--- src/verilog/br_pkg.sv ---
// Shared widths, resolve encoding and snapshot structs; import into every branch stack file.
`default_nettype none

package br_pkg;

	// Stack geometry.
	localparam int BR_MASK_W = 4;			// Checkpoints, one mask bit each.
	localparam int MT_NUM    = 8;			// Architectural registers in the map table.
	localparam int PRF_IDX_W = 6;			// Physical register tag width.
	localparam int FL_PTR_W  = 5;			// Free-list pointer, stored with a wrap bit.
	localparam int SQ_IDX_W  = 3;			// Store-queue index, stored with a wrap bit.

	// Resolve state sent by the ROB with each branch outcome.
	typedef enum logic [1:0] {
		BR_NONE    = 2'b00,				// No branch resolves this cycle.
		BR_CORRECT = 2'b01,				// Prediction held, free the checkpoint.
		BR_WRONG   = 2'b10				// Mispredicted, roll back and recover.
	} br_state_e;

	// One map table slot.
	typedef struct packed {
		logic                 rdy;		// Value present in the PRF.
		logic [PRF_IDX_W-1:0] tag;		// Physical register holding the value.
	} map_ent_t;

	// Full snapshot saved per checkpoint, 66 bits.
	typedef struct packed {
		map_ent_t [MT_NUM-1:0] mt;		// Map table with ready bits.
		logic [FL_PTR_W:0]     fl_head;		// Free-list head incl. wrap bit.
		logic [SQ_IDX_W:0]     sq_tail;		// Store-queue tail incl. wrap bit.
	} ckpt_t;

	// Branch outcome from the ROB.
	// The dependency mask is the mask the branch saw when it was dispatched,
	// so it never holds the branch's own bit.
	typedef struct packed {
		br_state_e            state;		// Outcome this cycle.
		logic [BR_MASK_W-1:0] tag;		// One-hot bit of the resolved branch.
		logic [BR_MASK_W-1:0] dep_mask;		// Mask at dispatch time.
	} br_resolve_t;

	// Common data bus broadcast.
	typedef struct packed {
		logic                 vld;		// Broadcast present.
		logic [PRF_IDX_W-1:0] tag;		// Tag that became ready.
	} cdb_t;

endpackage

`default_nettype wire

--- src/verilog/br_ckpt_entry.sv ---
// One branch checkpoint; snapshots rename state at allocation and tracks CDB ready bits while live.
`timescale 1ns/1ps
`default_nettype none

module br_ckpt_entry (
	input  logic          clk,
	input  logic          rst_n_i,
	input  logic          alloc_i,	// This entry's bit granted this cycle.
	input  logic          free_i,	// Entry's bit is out of the mask.
	input  br_pkg::ckpt_t snap_i,	// Live map table, free-list head, SQ tail.
	input  br_pkg::cdb_t  cdb_i,	// Result broadcast.
	output br_pkg::ckpt_t ckpt_o,	// Saved state.
	output logic          vld_o	// Entry belongs to an in-flight branch.
);

	import br_pkg::*;

	ckpt_t ckpt_q;			// Saved snapshot, payload only.
	ckpt_t ckpt_d;
	logic  vld_q;			// Set on allocation.
	logic  live;			// Valid and still in the mask.

	// Mask drops the bit one clock before vld_q follows, so gate here.
	// Keeps the entry reusable in the very cycle its bit frees up.
	assign live = vld_q & ~free_i;

	// Snapshot source, with this cycle's broadcast folded in.
	always_comb begin
		ckpt_d = alloc_i ? snap_i : ckpt_q;
		for (int i = 0; i < MT_NUM; i++) begin
			if (cdb_i.vld && (ckpt_d.mt[i].tag == cdb_i.tag))
				ckpt_d.mt[i].rdy = 1'b1;	// Producer finished.
		end
	end

	// Payload updates on load or while tracking the CDB.
	always_ff @(posedge clk) begin
		if (alloc_i || live)
			ckpt_q <= ckpt_d;
	end

	always_ff @(posedge clk) begin
		if (!rst_n_i)
			vld_q <= 1'b0;
		else if (alloc_i)
			vld_q <= 1'b1;		// Load wins over a stale free.
		else if (free_i)
			vld_q <= 1'b0;		// Resolved or squashed.
	end

	assign ckpt_o = ckpt_q;
	assign vld_o  = live;

	// A live entry is reloaded only when its branch resolves correct in that cycle,
	// and a branch never resolves in the cycle right after its own dispatch.
	a_no_reload: assert property (@(posedge clk) disable iff (!rst_n_i)
		(alloc_i && live) |-> !$past(alloc_i))
		else $error("checkpoint loaded while still valid");

endmodule

`default_nettype wire

--- src/verilog/br_mask_ctrl.sv ---
// Branch mask controller; allocates, frees and rolls back checkpoint bits for the branch stack.
`timescale 1ns/1ps
`default_nettype none

module br_mask_ctrl (
	input  logic                          clk,
	input  logic                          rst_n_i,
	input  logic                          is_br_i,		// Branch in dispatch.
	input  logic                          is_cond_i,	// Only conditional ones get a checkpoint.
	input  br_pkg::br_resolve_t           resolve_i,	// Outcome from the ROB.
	output logic [br_pkg::BR_MASK_W-1:0]  br_mask_o,	// Registered in-flight mask.
	output logic [br_pkg::BR_MASK_W-1:0]  alloc_bit_o,	// One-hot grant, dispatch cycle only.
	output logic                          full_o		// All checkpoints taken.
);

	import br_pkg::*;

	logic [BR_MASK_W-1:0] mask_q;		// In-flight branches.
	logic [BR_MASK_W-1:0] mask_clr;		// Mask after a correct resolve this cycle.
	logic [BR_MASK_W-1:0] free_bit;		// Lowest zero bit of mask_clr.
	logic [BR_MASK_W-1:0] mask_d;
	logic                 full_q;
	logic                 alloc_req;	// Conditional dispatch that may be granted.
	logic                 is_wrong;
	logic                 is_correct;

	assign is_wrong   = (resolve_i.state == BR_WRONG);
	assign is_correct = (resolve_i.state == BR_CORRECT);

	// Mispredict squashes the dispatching branch, so it gets nothing.
	assign alloc_req = is_br_i & is_cond_i & ~full_q & ~is_wrong;

	// A correct resolve frees its bit early enough to be reused in the same cycle.
	always_comb begin
		mask_clr = mask_q;
		if (is_correct)
			mask_clr = mask_q & ~resolve_i.tag;
	end

	// Priority pick of the lowest free bit.
	always_comb begin
		logic found;
		found    = 1'b0;
		free_bit = '0;
		for (int i = 0; i < BR_MASK_W; i++) begin
			if (!found && !mask_clr[i]) begin
				free_bit[i] = 1'b1;
				found       = 1'b1;
			end
		end
	end

	assign alloc_bit_o = alloc_req ? free_bit : '0;	// Not full, so a zero bit exists.

	// Next mask.
	always_comb begin
		if (is_wrong)
			// Back to the branch's view at dispatch; bits freed since then stay free
			// since their entries are gone.
			mask_d = resolve_i.dep_mask & mask_q;
		else
			mask_d = mask_clr | alloc_bit_o;
	end

	always_ff @(posedge clk) begin
		if (!rst_n_i) begin
			mask_q <= '0;
			full_q <= 1'b0;
		end else begin
			mask_q <= mask_d;
			full_q <= &mask_d;		// Full flag kept as a flop beside the mask.
		end
	end

	assign br_mask_o = mask_q;
	assign full_o    = full_q;

	// No grant while every mask bit is taken.
	a_no_alloc_full: assert property (@(posedge clk) disable iff (!rst_n_i)
		(&mask_q) |-> (alloc_bit_o == '0))
		else $error("checkpoint granted while full");

	// ROB may only resolve a branch that still holds a checkpoint.
	a_resolve_tag: assert property (@(posedge clk) disable iff (!rst_n_i)
		(resolve_i.state != BR_NONE) |-> ($onehot(resolve_i.tag) && |(resolve_i.tag & mask_q)))
		else $error("resolve tag not one-hot or not in flight");

endmodule

`default_nettype wire

--- src/verilog/br_recovery_sel.sv ---
// Recovery mux for the branch stack; drives out the snapshot of a mispredicted branch.
`timescale 1ns/1ps
`default_nettype none

module br_recovery_sel (
	input  br_pkg::ckpt_t [br_pkg::BR_MASK_W-1:0] ckpt_i,	// All saved snapshots.
	input  logic [br_pkg::BR_MASK_W-1:0]          vld_i,	// Live entries.
	input  br_pkg::br_resolve_t                   resolve_i,	// Outcome from the ROB.
	output br_pkg::ckpt_t                         rc_o,	// Recovery data.
	output logic                                  rc_vld_o	// Recovery strobe.
);

	import br_pkg::*;

	logic                 is_wrong;
	logic [BR_MASK_W-1:0] sel;		// Tag masked by live entries.

	assign is_wrong = (resolve_i.state == BR_WRONG);
	assign sel      = is_wrong ? (resolve_i.tag & vld_i) : '0;

	// Tag is one-hot, so at most one entry hits.
	always_comb begin
		rc_o = '0;				// Zero when nothing to recover.
		for (int k = 0; k < BR_MASK_W; k++) begin
			if (sel[k])
				rc_o = ckpt_i[k];
		end
	end

	assign rc_vld_o = |sel;

	// A mispredict must point at a checkpoint that still holds state.
	always_comb begin
		if (is_wrong) begin
			a_sel_valid: assert final (|(resolve_i.tag & vld_i))
				else $error("recovery from an invalid checkpoint");
		end
	end

endmodule

`default_nettype wire

--- src/verilog/branch_stack.sv ---
// Branch checkpoint stack top; wires the mask controller, four checkpoint entries and recovery mux.
`timescale 1ns/1ps
`default_nettype none

module branch_stack (
	input  logic                          clk,
	input  logic                          rst_n_i,
	input  logic                          is_br_i,		// Dispatch: branch insn.
	input  logic                          is_cond_i,	// Dispatch: conditional.
	input  br_pkg::br_resolve_t           resolve_i,	// ROB: branch outcome.
	input  br_pkg::cdb_t                  cdb_i,		// CDB broadcast.
	input  br_pkg::ckpt_t                 snap_i,		// Map table, FL head, SQ tail now.
	output logic [br_pkg::BR_MASK_W-1:0]  br_mask_o,	// ROB: mask for the dispatching insn.
	output logic [br_pkg::BR_MASK_W-1:0]  br_alloc_bit_o,	// ROB: bit given to this branch.
	output logic [br_pkg::BR_MASK_W-1:0]  br_bit_o,		// RS: resolved branch bit.
	output logic                          full_o,		// Dispatch stall.
	output br_pkg::ckpt_t                 rc_o,		// Recovery snapshot.
	output logic                          rc_vld_o		// Recovery strobe.
);

	import br_pkg::*;

	logic [BR_MASK_W-1:0]          alloc_bit;	// One-hot grant.
	logic [BR_MASK_W-1:0]          mask;		// Registered mask.
	logic [BR_MASK_W-1:0]          ckpt_vld;	// Live entries.
	ckpt_t [BR_MASK_W-1:0]         ckpt_all;	// All saved snapshots.

	br_mask_ctrl u_mask_ctrl (
		.clk         (clk),
		.rst_n_i     (rst_n_i),
		.is_br_i     (is_br_i),
		.is_cond_i   (is_cond_i),
		.resolve_i   (resolve_i),
		.br_mask_o   (mask),
		.alloc_bit_o (alloc_bit),
		.full_o      (full_o)
	);

	// One entry per mask bit; an entry frees once its bit is gone from the mask.
	for (genvar k = 0; k < BR_MASK_W; k++) begin : g_ent
		br_ckpt_entry u_ent (
			.clk     (clk),
			.rst_n_i (rst_n_i),
			.alloc_i (alloc_bit[k]),
			.free_i  (~mask[k]),
			.snap_i  (snap_i),
			.cdb_i   (cdb_i),
			.ckpt_o  (ckpt_all[k]),
			.vld_o   (ckpt_vld[k])
		);
	end

	br_recovery_sel u_rc_sel (
		.ckpt_i    (ckpt_all),
		.vld_i     (ckpt_vld),
		.resolve_i (resolve_i),
		.rc_o      (rc_o),
		.rc_vld_o  (rc_vld_o)
	);

	assign br_mask_o      = mask;	// Pre-allocation mask is the new branch's dependency.
	assign br_alloc_bit_o = alloc_bit;

	// RS needs the bit as soon as the outcome is known, both ways.
	assign br_bit_o = (resolve_i.state != BR_NONE) ? resolve_i.tag : '0;

endmodule

`default_nettype wire
--- config.mk ---
export PLATFORM = sky130hd
export DESIGN_NAME = branch_stack
export DESIGN_NICKNAME = d
export VERILOG_FILES = /design/src/verilog/br_pkg.sv /design/src/verilog/br_ckpt_entry.sv /design/src/verilog/br_mask_ctrl.sv /design/src/verilog/br_recovery_sel.sv /design/src/verilog/branch_stack.sv
export SDC_FILE = /design/constraint.sdc
export NUM_CORES = 1
export LEC_CHECK = 0
export BUFFER_PORTS_ARGS = -buffer_cell sky130_fd_sc_hd__buf_2
export CORE_ASPECT_RATIO = 0.6
export CORE_MARGIN = 2
export CORE_UTILIZATION = 35
export CTS_BUF_LIST = sky130_fd_sc_hd__clkbuf_16
export DETAILED_ROUTE_END_ITERATION = 10
export HOLD_SLACK_MARGIN = 0.06
export PLACE_DENSITY = 0.63
export SLEW_MARGIN = 20
export SYNTH_ARGS = -nofsm -noshare
export SYNTH_HDL_FRONTEND = slang
export SYNTH_SLANG_ARGS = --single-unit
--- constraint.sdc ---
create_clock -name clk -period 8 [get_ports clk]
set_input_delay 0.8 -clock clk [delete_from_list [all_inputs] [get_ports clk]]
set_output_delay 0.8 -clock clk [all_outputs]
set_load 0.02 [all_outputs]
==> results.yml, run 1 <==
critical_path:
  timing.rr.end: "g_ent[2].u_ent.ckpt_o[37]"
  crit_fanout: 41
  r2r_start: "u_mask_ctrl.full_o"
  r2r_setup_slack_ns: 3.91
  cp.arrival_ns: 3.73
  startpoint_type: "input pin"
  cp-end-kind: "primary output"
  rr_worst_depth: 9
  required_ns: 7.20
  path_class: "in2out"
logic_synthesis:
  synth.area.top_cells: "edfxtp_1 (49%), nand2_1 (8.5%), xnor2_1 (6.6%)"
  synth-edff-count: 264
  async_reset_ff_share_pct: 0
  ys.flop_type: "edfxtp_1"
  syn_area_per_cell_sq_um: 9.957
  yosysWarnings: 0
  ys_ff_latch: 273
  ys_types: 76
  netlist.area_leader.share_pct: 49.18
  synth_cells: 1619
  syn-num-nets: 1706
  seq_area_frac_synth_pct: 50.29
  synth_area_sq_mm: 0.01612
  yosysTopAreaCell: "edfxtp_1"
detailed_routing:
  wl_um: 59000
  wire_per_inst_um: 24.95
  remaining_drc_errors: 0
  drt_iter0_markers: 1913
  drt_first_pass_iters: 6
  num_vias: 13860
  drtAntennaViolNets: 0
  vias_per_cell: 5.860
grt:
  gr-total-overflow: 0
  gr-max-usage-layer: "met1"
  met2_usage_pct: 34.34
  met1_usage_pct: 35.96
  grt_max_degree: 65
  grt.met3_usage_pct: 5.629
  grt_usage_pct: 24.20
  grt_pass1_wl_um: 86800
  antenna_found_initial: 1
  grt_pass1_vias: 13160
pwr:
  vdd_drop_max_v: 0.0001628
  powerDensity_mw_per_mm2: 170.9
  p_total_uw: 3130
  leakagePower_uw: 0.006673
  netSwitchingFraction_pct: 25.68
  clkPwrFrac_pct: 38.9
  intPower_uw: 2326
  combPwrFrac_pct: 10.1
  power.switching_uw: 803.8
  seqPwrFrac_pct: 51.0
timing:
  drv_slew: 0
  timing.final.crit_share_pct: 56.68
  slew_headroom_pct: 34.69
  rsz0062_at_grt: "no"
  finClkSkew_ns: 0.01347
  final_hold_viol_count: 0
  fmax_mhz: 220.5
  setup_viol: 0
  tns_ns: 0
  tightest_slew_ns: 0.9736
  period_minus_slack_ns: 4.534
clock_tree:
  cts_sinks: 273
  cts_root_buf: "clkbuf_16"
  tritoncts: "built"
  cts_max_level: 1
  cts_buffer_depth: 3
  clk_latency_ns: 0.57
  ctsHoldBuffers: 0
  path_clk_slew_ns: 0.06
  cts_setup_buffers: 0
  cts_resized: 0
  cts_made_buffers: 28
floorplan:
  die_w_um: 281.1
  die_area_sq_mm: 0.04785
  core_sq_mm: 0.04512
  row_count: 60
  initial_core_util_pct: 35.73
  io_pins: 167
  dieHeight_um: 170.2
cells_and_area:
  nets: 1810
  multiInputGateArea_sq_mm: 0.007407
  num-fill-cells: 4367
  syn_to_final_growth_pct: 13.60
  seq_area_sq_mm: 0.008108
  layout-drive-gt1-share_pct: 18.58
flow_run:
  maxCapViolations: 0
worst_hold_path:
  hold_path_end: "g_ent[3].u_ent.ckpt_o[0]"
  hold_start: "snap_i[0]"
  hold_class: "in2reg"
  min_path_cells: 1
placement:
  port_buffers: 166
  dpl.hpwl_um: 38650
  gp_congestion: 0.9040
run_status:
  run_status: "completed"
-- cell families after synthesis --
logic type | share of synthesized area [%]
AO/OA/AOI/OAI | 13.64
XOR/XNOR | 10.32
buffers and inverters | 4.075
flip-flops | 50.29
multiplexers | 5.573
AND/OR/NAND/NOR | 16.10
-- metal layers --
metal | wire length, um | up-vias
met4 | 1971 | 0
met1 | 25420 | 6687
li1 | - | 6101
met3 | 7229 | 120
met5 | 0 | -
met2 | 24380 | 951
-- worst max path at each step --
stage / startpoint / endpoint / slack (ns) / cells after the start
after floorplan: resolve_i[9] / g_ent[2].u_ent.ckpt_o[10] / 4.24 / 8
after global placement: is_cond_i / g_ent[2].u_ent.ckpt_o[37] / 3.61 / 10
after detailed placement: is_cond_i / g_ent[2].u_ent.ckpt_o[37] / 3.51 / 10
after CTS: resolve_i[9] / rc_o[37] / 3.60 / 9
after global routing: resolve_i[9] / rc_o[44] / 3.43 / 9
final: resolve_i[9] / rc_o[48] / 3.47 / 9
-- layout make-up --
type	instances	area share, %
clock inverters	23	0.5876
repair buffers	197	5.808
flip-flops and latches	273	44.27
inverters	39	0.8062
clock buffers	28	3.826
multi-input cells	1184	40.45
diodes	1	0.01366
well taps	620	4.236
-- cell usage after synthesis, drive strengths merged (7+ instances only) --
cell and n:
nand2 365, edfxtp 264, xnor2 122, nor2 102, o22ai 78, clkbuf 74
a221oi 73, mux2 72, xor2 68, o21ai 62, buf 49, inv 36
a21oi 28, nand3 24, nor4 22, nand4 14, nor3 14, and2 13
nand2b 11, nor2b 10, dfxtp 9, a22o 8, mux2i 8, o211ai 8
or4 7
-- metrics by stage --
| stage | hold WS, ns | cells | cell area (sq um) | setup WS (ns) | util (%) |
|---|---|---|---|---|---|
| detailed placement | 0.5162 | 2313 | 17500 | 3.506 | 38.79 |
| CTS | 0.4278 | 2364 | 18310 | 3.604 | 40.58 |
| floorplan | 0.4724 | 1619 | 16120 | 4.236 | - |
| finish | 0.4430 | 2365 | 18310 | 3.466 | 40.59 |
| global route | 0.4197 | 2365 | 18310 | 3.427 | 40.59 |
| global placement | 0.5128 | 2313 | 17500 | 3.612 | 38.79 |
-- sequential cells by signal (all words and copies together) (netlist names) --
| register | cells |
|---|---|
| g_ent.u_ent.ckpt_o | 264 |
| g_ent.u_ent.vld_q | 4 |
| u_mask_ctrl.br_mask_o | 4 |
| u_mask_ctrl.full_o | 1 |
-- cell usage in the layout (no fill, tap or decap), drive strengths merged, types with 62 or more instances in the layout --
master	instances
nand2	365
edfxtp	264
buf	197
xnor2	122
nor2	102
o22ai	78
a221oi	73
mux2	72
xor2	68
o21ai	62
-- power groups by stage --
stage	clock network [uW]	logic, uW	registers (uW)
2_1_floorplan	0	187	1620
3_3_place_gp	0	303	1630
3_5_place_dp	0	306	1630
4_1_cts	1230	308	1600
5_1_grt	1290	335	1600
6_report	1220	316	1600
-- worst max-delay path: stages --
cell and delay, ns:
buf_2 0.13, nor2b_1 0.30, nand4_1 0.16, buf_4 0.32, nand2b_2 0.59, buf_4 0.61, o22ai_1 0.17, nor2_1 0.37
buf_2 0.26
Power figures use the tool's default switching activity.
==> run 2, diff against run 1 <==
==> constraint.sdc (replaced) <==
create_clock -name clk -period 4.2 [get_ports clk]
set_input_delay 0.42 -clock clk [delete_from_list [all_inputs] [get_ports clk]]
set_output_delay 0.42 -clock clk [all_outputs]
set_load 0.02 [all_outputs]
==> results.yml, run 2 (synthesis gave the netlist of run 1 again) <==
floorplan:
  row_count: 60
  die_w_um: 281.1
  dieHeight_um: 170.2
  initial_core_util_pct: 35.73
  die_area_sq_mm: 0.04785
  io_pins: 167
  core_sq_mm: 0.04512
timing:
  rsz0062_at_grt: "no"
  setup_viol: 0
  period_minus_slack_ns: 3.539
  tightest_slew_ns: 0.9618
  drv_slew: 0
  slew_headroom_pct: 35.81
  timing.final.crit_share_pct: 84.25
  final_hold_viol_count: 0
  fmax_mhz: 282.6
  finClkSkew_ns: 0.01596
  tns_ns: 0
clock_tree:
  ctsHoldBuffers: 7
  cts_buffer_depth: 3
  cts_sinks: 273
  path_clk_slew_ns: 0.07
  cts_root_buf: "clkbuf_16"
  cts_resized: 0
  cts_max_level: 1
  cts_setup_buffers: 0
  clk_latency_ns: 0.57
  tritoncts: "built"
  cts_made_buffers: 27
pwr:
  p_total_uw: 6138
  vdd_drop_max_v: 0.0002869
  powerDensity_mw_per_mm2: 328.7
  leakagePower_uw: 0.006830
detailed_routing:
  drtAntennaViolNets: 0
  wl_um: 59490
  wire_per_inst_um: 24.86
  drt_iter0_markers: 1758
  num_vias: 13960
  drt_first_pass_iters: 6
  vias_per_cell: 5.835
  remaining_drc_errors: 0
critical_path:
  cp.arrival_ns: 3.12
  path_class: "reg2out"
  cp-end-kind: "primary output"
  crit_fanout: 16
  startpoint_type: "flip-flop"
  required_ns: 3.78
placement:
  port_buffers: 166
  gp_congestion: 0.9368
  dpl.hpwl_um: 40590
cells_and_area:
  final_cell_mix: "nand2_1 (360), edfxtp_1 (264), buf_2 (166)"
  nets: 1837
  largest_register_ffs: 264
  syn_to_final_growth_pct: 15.85
  layout-drive-gt1-share_pct: 19.89
  final_common_cell: "nand2_1"
worst_hold_path:
  hold_class: "in2reg"
grt:
  grt_pass1_vias: 13400
  grt_max_degree: 65
  grt_usage_pct: 24.31
  gr-total-overflow: 0
  antenna_found_initial: 3
  grt_pass1_wl_um: 87020
flow_run:
  maxCapViolations: 0
run_status:
  run_status: "completed"
run 2: changes by cell type in the layout (fill, tap and decap cells not counted), moves of 2 or more:
cell / delta
diode_2: +2
inv_1: -8
buf_4: +15
dlygate4sd3_1: +7
buf_12: +6
inv_4: -2
clkinv_2: +5
bufinv_16: +3
run 2: power breakdown:
group / leakage (uW) / internal [uW] / switching (uW) / total (uW)
combinational: 0.00404 / 221 / 397 / 618
sequential: 0.00236 / 3010 / 23.4 / 3040
clock: 0.000437 / 1360 / 1130 / 2480
total: 0.00683 / 4590 / 1550 / 6140
run 2: stage by stage:
step | cells | hold slack (ns) | instance area (sq um) | setup slack (ns) | utilization, %
floorplan | 1619 | 0.4724 | 16120 | 0.8158 | -
global placement | 2334 | 0.5057 | 17730 | 0.7155 | 39.31
detailed placement | 2334 | 0.5255 | 17730 | 0.6392 | 39.31
CTS | 2390 | 0.06184 | 18670 | 0.6975 | 41.38
global route | 2393 | 0.06346 | 18680 | 0.5174 | 41.39
finish | 2393 | 0.08726 | 18680 | 0.6614 | 41.39
run 2: path summary, 6_finish.rpt:
| check | from | end | slack [ns] | depth (start not counted) |
|---|---|---|---|---|
| setup / recovery | u_mask_ctrl.br_mask_o[0] | rc_o[19] | 0.66 | 7 |
| hold / removal | snap_i[9] | g_ent[2].u_ent.ckpt_o[9] | 0.09 | 1 |
| setup reg to reg | u_mask_ctrl.full_o | g_ent[0].u_ent.ckpt_o[65] | 0.93 | 10 |
| hold reg to reg | g_ent[0].u_ent.vld_q | g_ent[0].u_ent.vld_q | 0.54 | 2 |
run 2: worst max-delay path, stage by stage, from the launching register on:
cell and delay [ns]:
dfxtp_1 0.49, nand2_1 0.14, or3_1 0.38, a21oi_4 0.57
buf_4 0.35, a221oi_1 0.16, nor2_1 0.24, buf_2 0.20
run 2: final cells by class:
type	instances	area, sq um
diodes	3	7.507
clock buffers	27	675.6
clock inverters	22	187.7
fillers	4420	26440
inverters	39	147.6
multi-input cells	1184	7407
flip-flops and latches	273	8108
well taps	620	775.7
repair buffers	225	1366
run 2: routing by layer:
| metal | vias to the layer above | GRT usage (%) | wire [um] |
|---|---|---|---|
| met2 | 920 | 35.53 | 25290 |
| li1 | 6155 | - | - |
| met5 | - | 0 | 0 |
| met4 | 0 | 6.440 | 1451 |
| met1 | 6791 | 35.96 | 25480 |
| met3 | 97 | 5.382 | 7272 |
